--- src/hw/sdp_wdma_settings.svh ---
// ====================
// sdp write-DMA settings
// widths and queue depths shared by the write-DMA stage
// ====================
`ifndef SDP_WDMA_SETTINGS_SVH
`define SDP_WDMA_SETTINGS_SVH

// ====================
// datapath widths
// ====================

// address in 8-byte atom units
`define SDP_WDMA_ADDR_W 29

// width, height and channel fields, minus-one encoded
`define SDP_WDMA_DIM_W 13

// one atom holds eight 8-bit channels
`define SDP_WDMA_DATA_W 64

// ====================
// queue depths
// ====================

// line commands buffered between cmd and dat
`define SDP_WDMA_CMD_DEPTH 4

// write packets waiting for memory
`define SDP_WDMA_REQ_DEPTH 2

`endif

--- src/hw/sdp_wdma_pkg.sv ---
// ====================
// sdp write-DMA types
// address, dimension, atom, line command and
// memory write packet formats
// ====================
`include "sdp_wdma_settings.svh"

package sdp_wdma_pkg;

  typedef logic [`SDP_WDMA_ADDR_W-1:0] dma_addr_t;  // atom-unit address
  typedef logic [`SDP_WDMA_DIM_W-1:0]  dim_t;       // minus-one dimension
  typedef logic [`SDP_WDMA_DATA_W-1:0] atom_t;      // 8 channels x 8 bits

  // ====================
  // one line of the output cube
  // ====================
  typedef struct packed {
    logic      last;  // final line of the cube
    dim_t      size;  // atoms minus one
    dma_addr_t addr;
  } line_cmd_t;

  // ====================
  // memory write packet
  // ====================
  // command payload: addr in [28:0], size in [41:29], upper bits zero
  typedef struct packed {
    logic  kind;     // 0 command, 1 data
    logic  ack;      // ask memory for a completion
    atom_t payload;
  } wr_req_t;

  localparam logic req_kind_cmd = 1'b0;
  localparam logic req_kind_dat = 1'b1;

endpackage

--- src/hw/sdp_wdma_fifo.sv ---
// ====================
// generic valid/ready FIFO
// circular buffer with a type parameter, serves the
// line command queue and the memory request stage
// ====================
`timescale 1ns/1ps

module sdp_wdma_fifo #(
  parameter type payload_t = logic,
  parameter int  depth     = 2
) (
  input  logic     autosa_core_clk,
  input  logic     autosa_core_rstn,
  input  logic     wr_valid,
  output logic     wr_ready,
  input  payload_t wr_data,
  output logic     rd_valid,
  input  logic     rd_ready,
  output payload_t rd_data
);

  localparam int ptr_w = (depth > 1) ? $clog2(depth) : 1;
  localparam int cnt_w = $clog2(depth + 1);

  payload_t           mem [depth];
  logic [ptr_w-1:0]   wr_ptr;
  logic [ptr_w-1:0]   rd_ptr;
  logic [cnt_w-1:0]   count;
  logic               push;
  logic               pop;

  assign wr_ready = (count != cnt_w'(depth));  // full holds off writer
  assign rd_valid = (count != '0);
  assign rd_data  = mem[rd_ptr];
  assign push     = wr_valid & wr_ready;
  assign pop      = rd_valid & rd_ready;

  always_ff @(posedge autosa_core_clk) begin
    if (push) begin
      mem[wr_ptr] <= wr_data;
    end
  end

  always_ff @(posedge autosa_core_clk or negedge autosa_core_rstn) begin
    if (!autosa_core_rstn) begin
      wr_ptr <= '0;
      rd_ptr <= '0;
      count  <= '0;
    end else begin
      if (push) begin
        wr_ptr <= (wr_ptr == ptr_w'(depth - 1)) ? '0 : wr_ptr + 1'b1;  // wrap
      end
      if (pop) begin
        rd_ptr <= (rd_ptr == ptr_w'(depth - 1)) ? '0 : rd_ptr + 1'b1;
      end
      case ({push, pop})
        2'b10:   count <= count + 1'b1;
        2'b01:   count <= count - 1'b1;
        default: count <= count;  // both or neither
      endcase
    end
  end

  a_count_bound : assert property (@(posedge autosa_core_clk) disable iff (!autosa_core_rstn)
    count <= cnt_w'(depth));

  // head entry must not move while the reader stalls
  a_rd_hold : assert property (@(posedge autosa_core_clk) disable iff (!autosa_core_rstn)
    rd_valid && !rd_ready |=> rd_valid && $stable(rd_data));

endmodule

--- src/hw/sdp_wdma_cmd.sv ---
// ====================
// write-DMA command generator
// walks surfaces then lines of the output cube and
// issues one line command per line
// ====================
`timescale 1ns/1ps

module sdp_wdma_cmd (
  input  logic                    autosa_core_clk,
  input  logic                    autosa_core_rstn,
  input  logic                    op_load,
  input  sdp_wdma_pkg::dma_addr_t reg2dp_dst_base_addr,
  input  sdp_wdma_pkg::dma_addr_t reg2dp_dst_line_stride,
  input  sdp_wdma_pkg::dma_addr_t reg2dp_dst_surface_stride,
  input  sdp_wdma_pkg::dim_t      reg2dp_width,
  input  sdp_wdma_pkg::dim_t      reg2dp_height,
  input  sdp_wdma_pkg::dim_t      reg2dp_channel,
  output logic                    cmd_valid,
  output sdp_wdma_pkg::line_cmd_t cmd_pd,
  input  logic                    cmd_ready
);
  import sdp_wdma_pkg::*;

  dma_addr_t line_stride_q;
  dma_addr_t surf_stride_q;
  dim_t      width_q;
  dim_t      height_q;
  dim_t      surf_last_q;  // surfaces minus one
  logic      busy;
  dim_t      line_cnt;
  dim_t      surf_cnt;
  dma_addr_t line_addr;    // address of current line
  dma_addr_t surf_addr;    // base of current surface
  dma_addr_t next_surf_addr;
  logic      last_line;
  logic      last_surf;
  logic      cmd_fire;

  // ====================
  // config latch
  // ====================
  always_ff @(posedge autosa_core_clk) begin
    if (op_load) begin
      line_stride_q <= reg2dp_dst_line_stride;
      surf_stride_q <= reg2dp_dst_surface_stride;
      width_q       <= reg2dp_width;
      height_q      <= reg2dp_height;
      surf_last_q   <= reg2dp_channel >> 3;  // 8 channels per surface
    end
  end

  assign last_line      = (line_cnt == height_q);
  assign last_surf      = (surf_cnt == surf_last_q);
  assign next_surf_addr = surf_addr + surf_stride_q;
  assign cmd_fire       = cmd_valid & cmd_ready;

  assign cmd_valid   = busy;
  assign cmd_pd.addr = line_addr;
  assign cmd_pd.size = width_q;
  assign cmd_pd.last = last_line & last_surf;

  // ====================
  // line / surface walk
  // ====================
  always_ff @(posedge autosa_core_clk or negedge autosa_core_rstn) begin
    if (!autosa_core_rstn) begin
      busy      <= 1'b0;
      line_cnt  <= '0;
      surf_cnt  <= '0;
      line_addr <= '0;
      surf_addr <= '0;
    end else if (op_load) begin
      busy      <= 1'b1;
      line_cnt  <= '0;
      surf_cnt  <= '0;
      line_addr <= reg2dp_dst_base_addr;
      surf_addr <= reg2dp_dst_base_addr;
    end else if (cmd_fire) begin
      if (!last_line) begin
        line_cnt  <= line_cnt + 1'b1;
        line_addr <= line_addr + line_stride_q;  // next line, same surface
      end else if (!last_surf) begin
        line_cnt  <= '0;
        surf_cnt  <= surf_cnt + 1'b1;
        surf_addr <= next_surf_addr;
        line_addr <= next_surf_addr;
      end else begin
        busy <= 1'b0;  // cube done
      end
    end
  end

  // top level may only start a new cube once the walk has finished
  a_load_idle : assert property (@(posedge autosa_core_clk) disable iff (!autosa_core_rstn)
    op_load |-> !busy);

endmodule

--- src/hw/sdp_wdma_dat.sv ---
// ====================
// write-DMA data packer
// turns each line command into a command packet
// followed by its data beats from the input stream
// ====================
`timescale 1ns/1ps

module sdp_wdma_dat (
  input  logic                    autosa_core_clk,
  input  logic                    autosa_core_rstn,
  input  logic                    op_load,
  input  logic                    reg2dp_interrupt_ptr,
  input  logic                    cmd_valid,
  input  sdp_wdma_pkg::line_cmd_t cmd_pd,
  output logic                    cmd_ready,
  input  logic                    sdp_dp2wdma_valid,
  input  sdp_wdma_pkg::atom_t     sdp_dp2wdma_pd,
  output logic                    sdp_dp2wdma_ready,
  output logic                    req_valid,
  output sdp_wdma_pkg::wr_req_t   req_pd,
  input  logic                    req_ready,
  output logic                    intr_req_pvld,
  output logic                    intr_req_ptr
);
  import sdp_wdma_pkg::*;

  typedef enum logic [1:0] {
    st_idle,
    st_cmd,
    st_data
  } state_t;

  state_t    state;
  line_cmd_t cmd_q;
  dim_t      beat_cnt;
  logic      ptr_q;
  logic      beat_push;
  logic      beat_last;

  assign cmd_ready         = (state == st_idle);
  assign sdp_dp2wdma_ready = (state == st_data) & req_ready;  // room downstream
  assign beat_push         = sdp_dp2wdma_valid & sdp_dp2wdma_ready;
  assign beat_last         = (beat_cnt == cmd_q.size);
  assign intr_req_pvld     = beat_push & beat_last & cmd_q.last;
  assign intr_req_ptr      = ptr_q;

  // ====================
  // packet mux
  // ====================
  always_comb begin
    req_valid = 1'b0;
    req_pd    = '0;
    case (state)
      st_cmd: begin
        req_valid      = 1'b1;
        req_pd.kind    = req_kind_cmd;
        req_pd.ack     = cmd_q.last;  // completion only for final line
        req_pd.payload = atom_t'({cmd_q.size, cmd_q.addr});
      end
      st_data: begin
        req_valid      = sdp_dp2wdma_valid;
        req_pd.kind    = req_kind_dat;
        req_pd.payload = sdp_dp2wdma_pd;
      end
      default: begin
        req_valid = 1'b0;
      end
    endcase
  end

  always_ff @(posedge autosa_core_clk) begin
    if (cmd_valid && cmd_ready) begin
      cmd_q <= cmd_pd;
    end
  end

  always_ff @(posedge autosa_core_clk or negedge autosa_core_rstn) begin
    if (!autosa_core_rstn) begin
      state    <= st_idle;
      beat_cnt <= '0;
      ptr_q    <= 1'b0;
    end else begin
      if (op_load) begin
        ptr_q <= reg2dp_interrupt_ptr;
      end
      case (state)
        st_idle: begin
          if (cmd_valid) begin
            state <= st_cmd;
          end
        end
        st_cmd: begin
          if (req_ready) begin
            state    <= st_data;
            beat_cnt <= '0;
          end
        end
        st_data: begin
          if (beat_push) begin
            beat_cnt <= beat_cnt + 1'b1;
            if (beat_last) begin
              state <= st_idle;  // line complete
            end
          end
        end
        default: state <= st_idle;
      endcase
    end
  end

  // data beats never run past the size of the line
  a_data_phase : assert property (@(posedge autosa_core_clk) disable iff (!autosa_core_rstn)
    beat_push |-> beat_cnt <= cmd_q.size);

endmodule

--- src/hw/sdp_wdma_intr.sv ---
// ====================
// write-DMA completion and interrupt
// joins the data-sent and memory-complete events into
// done plus a ping-pong interrupt, counts memory stalls
// ====================
`timescale 1ns/1ps

module sdp_wdma_intr (
  input  logic        autosa_core_clk,
  input  logic        autosa_core_rstn,
  input  logic        op_load,
  input  logic        processing,
  input  logic        reg2dp_perf_dma_en,
  input  logic        intr_req_pvld,
  input  logic        intr_req_ptr,
  input  logic        mcif2sdp_wr_rsp_complete,
  input  logic        req_valid,
  input  logic        req_ready,
  output logic        dp2reg_done,
  output logic [1:0]  sdp2glb_done_intr_pd,
  output logic [31:0] dp2reg_wdma_stall
);

  logic data_sent;  // last beat queued
  logic completed;  // memory ack seen
  logic ptr_q;
  logic stall;

  assign dp2reg_done          = data_sent & completed;
  assign sdp2glb_done_intr_pd = {dp2reg_done & ptr_q, dp2reg_done & ~ptr_q};

  // ====================
  // event join
  // ====================
  always_ff @(posedge autosa_core_clk or negedge autosa_core_rstn) begin
    if (!autosa_core_rstn) begin
      data_sent <= 1'b0;
      completed <= 1'b0;
      ptr_q     <= 1'b0;
    end else if (dp2reg_done) begin
      data_sent <= 1'b0;
      completed <= 1'b0;
    end else begin
      if (intr_req_pvld) begin
        data_sent <= 1'b1;
        ptr_q     <= intr_req_ptr;
      end
      if (mcif2sdp_wr_rsp_complete) begin
        completed <= 1'b1;
      end
    end
  end

  // ====================
  // stall counter
  // ====================
  assign stall = processing & reg2dp_perf_dma_en & req_valid & ~req_ready;

  always_ff @(posedge autosa_core_clk or negedge autosa_core_rstn) begin
    if (!autosa_core_rstn) begin
      dp2reg_wdma_stall <= '0;
    end else if (op_load) begin
      dp2reg_wdma_stall <= '0;
    end else if (stall && dp2reg_wdma_stall != '1) begin
      dp2reg_wdma_stall <= dp2reg_wdma_stall + 1'b1;  // saturates
    end
  end

  a_rsp_in_op : assert property (@(posedge autosa_core_clk) disable iff (!autosa_core_rstn)
    mcif2sdp_wr_rsp_complete |-> processing);

endmodule

--- src/hw/sdp_wdma.sv ---
// ====================
// sdp write-DMA top
// operation latch, command generator, command queue,
// data packer, request stage and interrupt block
// ====================
`timescale 1ns/1ps
`include "sdp_wdma_settings.svh"

module sdp_wdma (
  input  logic                    autosa_core_clk,
  input  logic                    autosa_core_rstn,
  input  logic                    reg2dp_op_en,
  input  sdp_wdma_pkg::dma_addr_t reg2dp_dst_base_addr,
  input  sdp_wdma_pkg::dma_addr_t reg2dp_dst_line_stride,
  input  sdp_wdma_pkg::dma_addr_t reg2dp_dst_surface_stride,
  input  sdp_wdma_pkg::dim_t      reg2dp_width,
  input  sdp_wdma_pkg::dim_t      reg2dp_height,
  input  sdp_wdma_pkg::dim_t      reg2dp_channel,
  input  logic                    reg2dp_interrupt_ptr,
  input  logic                    reg2dp_perf_dma_en,
  input  logic                    sdp_dp2wdma_valid,
  input  sdp_wdma_pkg::atom_t     sdp_dp2wdma_pd,
  output logic                    sdp_dp2wdma_ready,
  output logic                    sdp2mcif_wr_req_valid,
  output sdp_wdma_pkg::wr_req_t   sdp2mcif_wr_req_pd,
  input  logic                    sdp2mcif_wr_req_ready,
  input  logic                    mcif2sdp_wr_rsp_complete,
  output logic                    dp2reg_done,
  output logic [31:0]             dp2reg_status_wdma_stall,
  output logic [1:0]              sdp2glb_done_intr_pd
);
  import sdp_wdma_pkg::*;

  logic      processing;
  logic      op_load;
  logic      cmd_valid;
  logic      cmd_ready;
  line_cmd_t cmd_pd;
  logic      q_valid;    // queue to packer
  logic      q_ready;
  line_cmd_t q_pd;
  logic      req_valid;  // packer to request stage
  logic      req_ready;
  wr_req_t   req_pd;
  logic      intr_req_pvld;
  logic      intr_req_ptr;

  // ====================
  // operation latch
  // ====================
  assign op_load = reg2dp_op_en & ~processing;

  always_ff @(posedge autosa_core_clk or negedge autosa_core_rstn) begin
    if (!autosa_core_rstn) begin
      processing <= 1'b0;
    end else if (op_load) begin
      processing <= 1'b1;
    end else if (dp2reg_done) begin
      processing <= 1'b0;
    end
  end

  sdp_wdma_cmd u_cmd (
    .autosa_core_clk           (autosa_core_clk),
    .autosa_core_rstn          (autosa_core_rstn),
    .op_load                   (op_load),
    .reg2dp_dst_base_addr      (reg2dp_dst_base_addr),
    .reg2dp_dst_line_stride    (reg2dp_dst_line_stride),
    .reg2dp_dst_surface_stride (reg2dp_dst_surface_stride),
    .reg2dp_width              (reg2dp_width),
    .reg2dp_height             (reg2dp_height),
    .reg2dp_channel            (reg2dp_channel),
    .cmd_valid                 (cmd_valid),
    .cmd_pd                    (cmd_pd),
    .cmd_ready                 (cmd_ready)
  );

  sdp_wdma_fifo #(.payload_t(line_cmd_t), .depth(`SDP_WDMA_CMD_DEPTH)) u_cmd_fifo (
    .autosa_core_clk  (autosa_core_clk),
    .autosa_core_rstn (autosa_core_rstn),
    .wr_valid         (cmd_valid),
    .wr_ready         (cmd_ready),
    .wr_data          (cmd_pd),
    .rd_valid         (q_valid),
    .rd_ready         (q_ready),
    .rd_data          (q_pd)
  );

  sdp_wdma_dat u_dat (
    .autosa_core_clk      (autosa_core_clk),
    .autosa_core_rstn     (autosa_core_rstn),
    .op_load              (op_load),
    .reg2dp_interrupt_ptr (reg2dp_interrupt_ptr),
    .cmd_valid            (q_valid),
    .cmd_pd               (q_pd),
    .cmd_ready            (q_ready),
    .sdp_dp2wdma_valid    (sdp_dp2wdma_valid),
    .sdp_dp2wdma_pd       (sdp_dp2wdma_pd),
    .sdp_dp2wdma_ready    (sdp_dp2wdma_ready),
    .req_valid            (req_valid),
    .req_pd               (req_pd),
    .req_ready            (req_ready),
    .intr_req_pvld        (intr_req_pvld),
    .intr_req_ptr         (intr_req_ptr)
  );

  // request stage, read side faces memory
  sdp_wdma_fifo #(.payload_t(wr_req_t), .depth(`SDP_WDMA_REQ_DEPTH)) u_req_fifo (
    .autosa_core_clk  (autosa_core_clk),
    .autosa_core_rstn (autosa_core_rstn),
    .wr_valid         (req_valid),
    .wr_ready         (req_ready),
    .wr_data          (req_pd),
    .rd_valid         (sdp2mcif_wr_req_valid),
    .rd_ready         (sdp2mcif_wr_req_ready),
    .rd_data          (sdp2mcif_wr_req_pd)
  );

  sdp_wdma_intr u_intr (
    .autosa_core_clk          (autosa_core_clk),
    .autosa_core_rstn         (autosa_core_rstn),
    .op_load                  (op_load),
    .processing               (processing),
    .reg2dp_perf_dma_en       (reg2dp_perf_dma_en),
    .intr_req_pvld            (intr_req_pvld),
    .intr_req_ptr             (intr_req_ptr),
    .mcif2sdp_wr_rsp_complete (mcif2sdp_wr_rsp_complete),
    .req_valid                (sdp2mcif_wr_req_valid),
    .req_ready                (sdp2mcif_wr_req_ready),
    .dp2reg_done              (dp2reg_done),
    .sdp2glb_done_intr_pd     (sdp2glb_done_intr_pd),
    .dp2reg_wdma_stall        (dp2reg_status_wdma_stall)
  );

endmodule

--- config.mk ---
export PLATFORM = sky130hd
export DESIGN_NAME = sdp_wdma
export DESIGN_NICKNAME = d
export VERILOG_FILES = /design/src/hw/sdp_wdma_pkg.sv /design/src/hw/sdp_wdma_fifo.sv /design/src/hw/sdp_wdma_cmd.sv /design/src/hw/sdp_wdma_dat.sv /design/src/hw/sdp_wdma_intr.sv /design/src/hw/sdp_wdma.sv
export VERILOG_INCLUDE_DIRS = /design/src /design/src/hw
export SDC_FILE = /design/constraint.sdc
export NUM_CORES = 1
export LEC_CHECK = 0
export BUFFER_PORTS_ARGS = -buffer_cell sky130_fd_sc_hd__buf_2
export CAP_MARGIN = 20
export CORE_MARGIN = 8
export CORE_UTILIZATION = 56
export CTS_CLUSTER_SIZE = 25
export DETAILED_ROUTE_END_ITERATION = 16
export PLACE_DENSITY = 0.8
export SETUP_SLACK_MARGIN = 0.2
export SLEW_MARGIN = 20
export SYNTH_ARGS = -nofsm -noshare
export SYNTH_HDL_FRONTEND = slang
export SYNTH_SLANG_ARGS = --single-unit
--- constraint.sdc ---
create_clock -name autosa_core_clk -period 6.6 [get_ports autosa_core_clk]
set_input_delay 0.66 -clock autosa_core_clk [delete_from_list [all_inputs] [get_ports autosa_core_clk]]
set_output_delay 0.66 -clock autosa_core_clk [all_outputs]
set_load 0.005 [all_outputs]
==> results by group, run 1 <==
Worst setup path
  – Critical path type: reg2reg
  – Bufs and invs on worst path: 2
  – CP peak stage delay: 640 ps
  – Register-to-register setup slack: 3090 ps
  – Crit-path most repeated cell: buf_4
  – Crit-path slowest cell: or4_1
  – Worst-path fanout max: 38
  – Crit path required time: 7140 ps
  – Cells along the critical path: xor2_1 -> nor4_1 -> nand4_1 -> buf_4 -> o41ai_4 -> buf_4 -> nor2_1 -> nand2_1 -> or4_1 -> and3_1 -> o22ai_1
  – Worst path top cell family by delay: simple AND/OR/NAND/NOR gates
  – Crit path depth: 11
  – Crit end category: flip-flop
  – Crit path DAT: 4050 ps
  – Worst Reg2Reg Path Length in Cells: 11
  – Crit start category: flip-flop

Layout
  – Layout area overhead: 15.52%
  – Final std cells w/o fill: 2851
  – Share of cells above drive strength 1: 23.86%
  – FILL cells: 3339
  – Final Net Count: 2463
  – Design area: 0.03034 mm^2

Route
  – Final WL: 59200 um
  – Residual DRC: 0
  – Met1 Wirelength: 25270 um
  – Top Layer Used: met5
  – Vias/cell: 5.807
  – Final ANT Viol Nets: 0
  – Avg WL per Cell: 20.76 um
  – DR WL met3: 4286 um
  – Via count: 16560
  – First-pass detailed-route iteration total: 7
  – 1st-iter DRT viols: 1121
  – Metal2 WL: 28240 um

Floorplan
  – Core area: 0.04646 mm^2
  – Chip width: 232.6 um
  – Die Span Y: 232.6 um
  – I/O pins: 301
  – FP Rows: 79
  – Initial Util: 56.53%
  – Die ar.: 0.05409 mm^2

CTS
  – CTS tree: done
  – CTS Buf Count: 58
  – CTS Root Cell: clkbuf_16
  – CTS Hold Buffers Added: 0
  – Clock-pin slew on the worst setup and hold paths: 60 ps
  – Skew-Pair Late Insertion Delay: 630 ps
  – Post-CTS resize count: 0
  – CTS Sinks: 589
  – CTS H-tree lvls: 2
  – Buffer levels on the longest clock path: 3
  – Postcts setup bufs: 0

GRT
  – Largest net degree at the start of global routing: 81
  – Total grt overflow: 0
  – Initial antenna violation count: 3
  – First-pass GRT wire length: 91560 um
  – GRT Resource Usage Total: 21.43%
  – Vias in the first global route: 16650

Placed design
  – Port bufs: 297
  – GPL Wtd Cong: 0.9133
  – DP Area: 0.02842 mm^2
  – Hpwl dp: 40960 um
  – Cell Count Post-Placement: 2739

Synth
  – Number of flops mapped to enable cells by yosys: 441
  – Synth Net Count: 2156
  – Synth warn: 0
  – Ys flop type: edfxtp_1
  – Sequential fraction of the synthesis area: 64.52%
  – Yosys reg bits: 589
  – Syn Area/Cell: 13.93 um^2
  – Syn Inst Count: 1885
  – Post-synthesis cell type count: 67
  – Mapped cell area: 0.02626 mm^2
  – Ys async rst share: 25.13%

Power and ir drop
  – Power density over the cells: 474.8 mW/mm^2
  – Maximum VDD drop: 0.2495 mV
  – Power Total: 14.40 mW
  – Static Leakage: 11.81 nW

STA
  – Final hold vios: 0
  – Setup_tns: 0 ps
  – Minimum clock period after layout: 3507 ps
  – Max Clock Skew: 28.69 ps
  – RSZ-0062 raised after global routing: no
  – Fin. max-slew vios: 0
  – Max Freq: 0.2852 GHz
  – Slew HR: 26.70%
  – Worst Max-Slew Pin Slew: 1099 ps
  – Final setup fails: 0
  – Fin crit share: 53.13%

Min path
  – Class of the worst hold path: in2async

Outcome
  – Status: complete, no violations

Run
  – MaxCap Viol Count: 0
## sequential cells by signal (all words and copies together) (netlist names), 3 cells and up
name and count:
u_dat.cmd_q 43, u_cmd_fifo.mem 172, u_cmd.line_cnt 13, u_cmd.surf_last_q 10
u_intr.dp2reg_wdma_stall 32, u_dat.beat_cnt 13, u_cmd.surf_addr 29, u_cmd.surf_stride_q 29
u_cmd.width_q 13, u_cmd_fifo.count 3, u_cmd.height_q 13, u_cmd.line_addr 29
u_cmd.surf_cnt 13, u_req_fifo.mem 132, u_cmd.line_stride_q 29
## report_power, final
part / leakage (nW) / switching, mW / internal (mW)
registers: 5.97 / 0.690 / 5.57
logic: 4.90 / 2.78 / 2.09
clock network: 0.935 / 1.38 / 1.89
## cell usage in the layout (no fill, tap or decap), drive strengths merged, types with 54 or more instances in the layout
cell,count
a21oi,93
buf,318
clkbuf,75
dfrtp,148
edfxtp,441
ha,70
mux2,69
nand2,110
nor2,121
nor2b,54
o21ai,83
xnor2,69
xor2,76
## area by class of cell
class	count	area (um^2)	share of cell area, %
multi-input cells	1187	8917	29.39
flip-flops and latches	589	16950	55.87
clock inverters	35	364.1	1.200
inverters	38	147.6	0.4866
well taps	607	759.5	2.503
repair buffers	318	1650	5.440
diodes	2	5.005	0.01650
clock buffers	75	1545	5.093
## logic make-up (layout without fill, tap and decap cells)
logic type / after synthesis / in the layout / share of synthesized area, %
flip-flops: 589 / 589 / 64.52
AND/OR/NAND/NOR: 485 / 485 / 9.275
AO/OA/AOI/OAI: 331 / 331 / 7.913
multiplexers: 152 / 152 / 8.170
XOR/XNOR: 146 / 146 / 4.921
buffers and inverters: 109 / 466 / 1.634
adder cells (fa/ha/maj): 73 / 73 / 3.563
other: 0 / 2 / 0
## cell usage after synthesis (3+ instances only)
master    count  share of area (%)
o21a_1        4               0.11
a21o_1       21               0.60
nor4_1        6               0.14
clkbuf_1     53               0.76
buf_2         7               0.13
nor2b_1      54                1.3
or3_1        14               0.33
and4_1        5               0.17
mux2_2       69                3.0
and2_1       35               0.83
mux4_2       43                3.7
a211oi_1      7               0.20
a221oi_1      8               0.27
nor2_1      121                1.7
mux2i_1      40                1.5
dfrtp_1     148                 14
a31oi_1      10               0.24
buf_1         8               0.11
o21bai_1      9               0.26
fa_1          3               0.23
o211ai_1     12               0.34
a22oi_1      45                1.3
a21oi_1      93                1.8
nand4_1      29               0.69
inv_1        36               0.51
a22o_1        3               0.10
buf_4         3              0.086
nand3_1      47               0.90
o22ai_1      13               0.31
and3_1       25               0.60
edfxtp_1    441                 50
xnor2_1      69                2.3
nand2b_1     10               0.24
nor3_1       17               0.32
ha_1         70                3.3
a211o_1       3               0.10
xor2_1       76                2.5
nand2_1     109                1.6
o21ai_0      81                1.5
## stage by stage
| stage | hold slack [ps] | worst slack (ps) | utilization, % |
|---|---|---|---|
| floorplan | 364.4 | 2055 | - |
| global route | 122.8 | 2905 | 65.30 |
| finish | 63.82 | 3093 | 65.31 |
| CTS | 101.5 | 3099 | 65.29 |
| global placement | 470.1 | 3062 | 61.18 |
| detailed placement | 487.8 | 2989 | 61.18 |
## metal layers
metal / global-route usage [%] / up-vias
li1: - / 7701
met1: 29.20 / 8149
met2: 34.98 / 608
met3: 4.263 / 97
met4: 6.002 / 2
met5: 0 / -
## final timing paths
kind,startpoint,endpoint
worst max register to register,u_cmd.line_cnt[2]$_DFFE_PN0P_,u_cmd.line_addr[28]$_DFFE_PN0P_
worst max-delay path,u_cmd.line_cnt[2]$_DFFE_PN0P_,u_cmd.line_addr[28]$_DFFE_PN0P_
worst min-delay path,autosa_core_rstn,u_cmd.line_addr[1]$_DFFE_PN0P_
min in group autosa_core_clk,reg2dp_dst_surface_stride[21],u_cmd.surf_stride_q[21]$_DFFE_PP_
worst min register to register,u_cmd.width_q[5]$_DFFE_PP_,u_cmd_fifo.mem[2][34]$_DFFE_PP_
max in group asynchronous,autosa_core_rstn,u_intr.dp2reg_wdma_stall[14]$_DFFE_PN0P_
(Power assumes the default switching activity.)
==> inputs of run 2 (changes only) <==
--- a/config.mk
+++ b/config.mk
@@ -9,10 +9,10 @@
 export BUFFER_PORTS_ARGS = -buffer_cell sky130_fd_sc_hd__buf_2
 export CAP_MARGIN = 20
 export CORE_MARGIN = 8
-export CORE_UTILIZATION = 56
+export CORE_UTILIZATION = 53
 export CTS_CLUSTER_SIZE = 25
 export DETAILED_ROUTE_END_ITERATION = 16
-export PLACE_DENSITY = 0.8
+export PLACE_DENSITY = 0.79
 export SETUP_SLACK_MARGIN = 0.2
 export SLEW_MARGIN = 20
 export SYNTH_ARGS = -nofsm -noshare
==> constraint.sdc (replaced) <==
create_clock -name autosa_core_clk -period 3.2 [get_ports autosa_core_clk]
set_input_delay 0.32 -clock autosa_core_clk [delete_from_list [all_inputs] [get_ports autosa_core_clk]]
set_output_delay 0.32 -clock autosa_core_clk [all_outputs]
set_load 0.005 [all_outputs]
==> run 2 against run 1 <==
Compared with the run above: global-route usage grew 0.44 points; clock skew shrank 1.0 ps; via count grew 4.6%; combinational power grew 120%; first-iteration DRC count grew 12%; design area grew 6.0%; maximum frequency grew 20%; core utilization grew 0.41 points; flip-flop and latch count is the same; critical endpoint is now u_cmd.line_addr[26]$_DFFE_PN0P_.
==> results by group, run 2 (synthesis results as in run 1) <==
CTS
  – CTS H-tree lvls: 2 (unchanged)
  – Buffer levels on the longest clock path: 3 (unchanged)
  – CTS Buf Count: 60 (+3.4%)
  – Skew-Pair Late Insertion Delay: 630 ps (about the same)
  – CTS Root Cell: clkbuf_16
  – CTS Sinks: 589 (unchanged)
  – CTS tree: done
  – Clock-pin slew on the worst setup and hold paths: 60 ps (about the same)

Floorplan
  – Die Span Y: 238.6 um (+2.6%)
  – Core area: 0.04895 mm^2 (+5.4%)
  – Chip width: 238.6 um (+2.6%)
  – Die ar.: 0.05693 mm^2 (+5.3%)
  – I/O pins: 301 (unchanged)
  – FP Rows: 81 (+2.5%)
  – Initial Util: 53.65% (-2.9 points)

Layout
  – Share of cells above drive strength 1: 24.28% (+0.42 points)
  – Biggest register: u_cmd_fifo.mem
  – Design area: 0.03217 mm^2 (+6.0%)
  – Top flop regs: u_cmd_fifo.mem: 172 flops, u_req_fifo.mem: 132 flops, u_dat.cmd_q: 43 flops
  – Layout area overhead: 22.48%
  – Most frequent cells in the layout: edfxtp_1, buf_2, dfrtp_1, dlygate4sd3_1, nor2_1
  – Final Net Count: 2624 (+6.5%)
  – FILL cells: 3471 (+4.0%)
  – Largest register FFs: 172 (unchanged)
  – Most common cell after layout, fill and taps aside: edfxtp_1

Min path
  – Hold path start: sdp_dp2wdma_pd[57]
  – Worst Hold End: u_req_fifo.mem[0][57]$_DFFE_PP_
  – Min-Delay Path Depth: 2
  – Class of the worst hold path: in2reg

Route
  – Vias/cell: 5.633 (-3.0%)
  – Residual DRC: 0 (unchanged)
  – Final WL: 63690 um (+7.6%)
  – Final ANT Viol Nets: 0 (unchanged)
  – Avg WL per Cell: 20.71 um (-0.25%)
  – 1st-iter DRT viols: 1253 (+12%)
  – Via count: 17320 (+4.6%)
  – First-pass detailed-route iteration total: 7 (unchanged)

STA
  – Max Clock Skew: 27.69 ps (-1.003 ps)
  – Fin. max-slew vios: 0 (unchanged)
  – Worst Max-Slew Pin Slew: 883.7 ps (-215.8 ps)
  – Slew HR: 41.09% (+14 points)
  – Fin crit share: 91.67% (+39 points)
  – RSZ-0062 raised after global routing: yes
  – Final hold vios: 0 (unchanged)
  – Max Freq: 0.3409 GHz (+20%)
  – Minimum clock period after layout: 2933 ps (-573.4 ps)
  – Fin Hold WS: 40.26 ps (-23.56 ps)
  – Final setup fails: 0 (unchanged)

GRT
  – Total grt overflow: 0 (unchanged)
  – GRT Resource Usage Total: 21.88% (+0.44 points)
  – Vias in the first global route: 17870 (+7.3%)
  – First-pass GRT wire length: 98630 um (+7.7%)
  – Largest net degree at the start of global routing: 71 (-12%)
  – Initial antenna violation count: 2 (-1)

Run
  – MaxCap Viol Count: 0 (unchanged)

Power and ir drop
  – Power Total: 30.50 mW (+110%)
  – Maximum VDD drop: 0.5618 mV (+130%)
  – Static Leakage: 12.55 nW (+6.2%)
  – Power density over the cells: 948.1 mW/mm^2 (+100%)

Worst setup path
  – Crit start category: flip-flop
  – Crit-path slowest cell: fa_1
  – Crit-path most repeated cell: o21ai_0
  – Crit path required time: 3700 ps (-3440 ps)
  – Worst Reg2Reg Path Length in Cells: 11 (unchanged)
  – Cells along the critical path: ha_1 -> fa_1 -> a21oi_1 -> o21ai_0 -> a21oi_2 -> o211ai_1 -> a31oi_1 -> o21ai_0 -> xor2_1 -> a221oi_1 -> o22ai_1
  – Reg2reg start: u_cmd.surf_addr[0]$_DFFE_PN0P_
  – Crit path DAT: 3430 ps (-620 ps)
  – Crit end category: flip-flop
  – Reg-to-Reg End: u_cmd.line_addr[26]$_DFFE_PN0P_
  – Critical path type: reg2reg
  – Register-to-register setup slack: 270 ps (-2830 ps)
  – CP peak stage delay: 410 ps (-230 ps)
  – Worst-path fanout max: 3 (-92%)

Placed design
  – GPL Wtd Cong: 0.9339 (+2.3%)
  – DP Area: 0.02874 mm^2 (+1.1%)
  – Port bufs: 297 (unchanged)
  – Hpwl dp: 43450 um (+6.1%)

Outcome
  – Status: complete, no violations
run 2: cell count changes in the layout (fill, tap and decap cells not counted), moves of 5 or more:
cell,change
a21oi_1,-5
a21oi_2,+5
buf_12,+8
buf_4,+14
dlygate4sd3_1,+136
run 2: layout make-up:
type                            instances  area, um^2  area share [%]
Clock buffer                           78        1599           4.971
Antenna cell                            6       15.01         0.04668
Timing Repair Buffer                  477        3288           10.22
Clock inverter                         36       341.6           1.062
Tap cell                              664       830.8           2.583
Inverter                               38       147.6          0.4590
Sequential cell                       589       16950           52.71
Multi-Input combinational cell       1187        8991           27.95
run 2: per-layer routing:
layer	vias to the layer above	track usage (%)	part of all wire, %
li1	8040	-	-
met1	8609	28.40	42
met2	568	37.15	49
met3	105	3.850	6.1
met4	0	7.127	2.7
met5	-	0	0
run 2: stage by stage:
stage                     utilization (%)  TNS (ps)  setup slack (ps)  std cells
after global placement              58.72         0             223.5       2816
after floorplan                         -    -18290            -138.6       1885
final                               65.71         0             266.6       3075
after CTS                           65.49         0             214.1       3066
after detailed placement            58.72         0             156.0       2816
after global routing                65.69         0             132.8       3070
run 2: how the worst max path moves through the flow:
stage,depth (start not counted),start,endpoint
after floorplan,6,u_dat.state[0]$_DFFE_PN0P_,u_req_fifo.mem[0][0]$_DFFE_PP_
after global placement,11,u_cmd.surf_addr[0]$_DFFE_PN0P_,u_cmd.line_addr[28]$_DFFE_PN0P_
after detailed placement,11,u_cmd.surf_addr[0]$_DFFE_PN0P_,u_cmd.line_addr[28]$_DFFE_PN0P_
after CTS,10,u_cmd.line_addr[1]$_DFFE_PN0P_,u_cmd.line_addr[27]$_DFFE_PN0P_
after global routing,10,u_cmd.line_addr[1]$_DFFE_PN0P_,u_cmd.line_addr[27]$_DFFE_PN0P_
final,11,u_cmd.surf_addr[0]$_DFFE_PN0P_,u_cmd.line_addr[26]$_DFFE_PN0P_
run 2: critical path, delay by kind of cell (launching register included):
family          cells  cell delay [ps]
compound gates      8             1620
xor+xnor            1              180
fa+ha+maj           2              630
flops               1              380
run 2: what timing repair did:
item | CTS | global route
hold buffers | 136 | 0
buffers inserted | 0 | 3
setup endpoints to repair | 3 | 25
pin swaps | 1 | 8
gates resized for setup | 5 | 19
endpoints found under the hold margin | 216 | 0
run 2: report_power, final:
part | internal [mW] | switching [mW]
Sequential | 11.5 | 1.37
Clock | 3.94 | 2.91
Combinational | 4.74 | 6.07
Total | 20.1 | 10.3
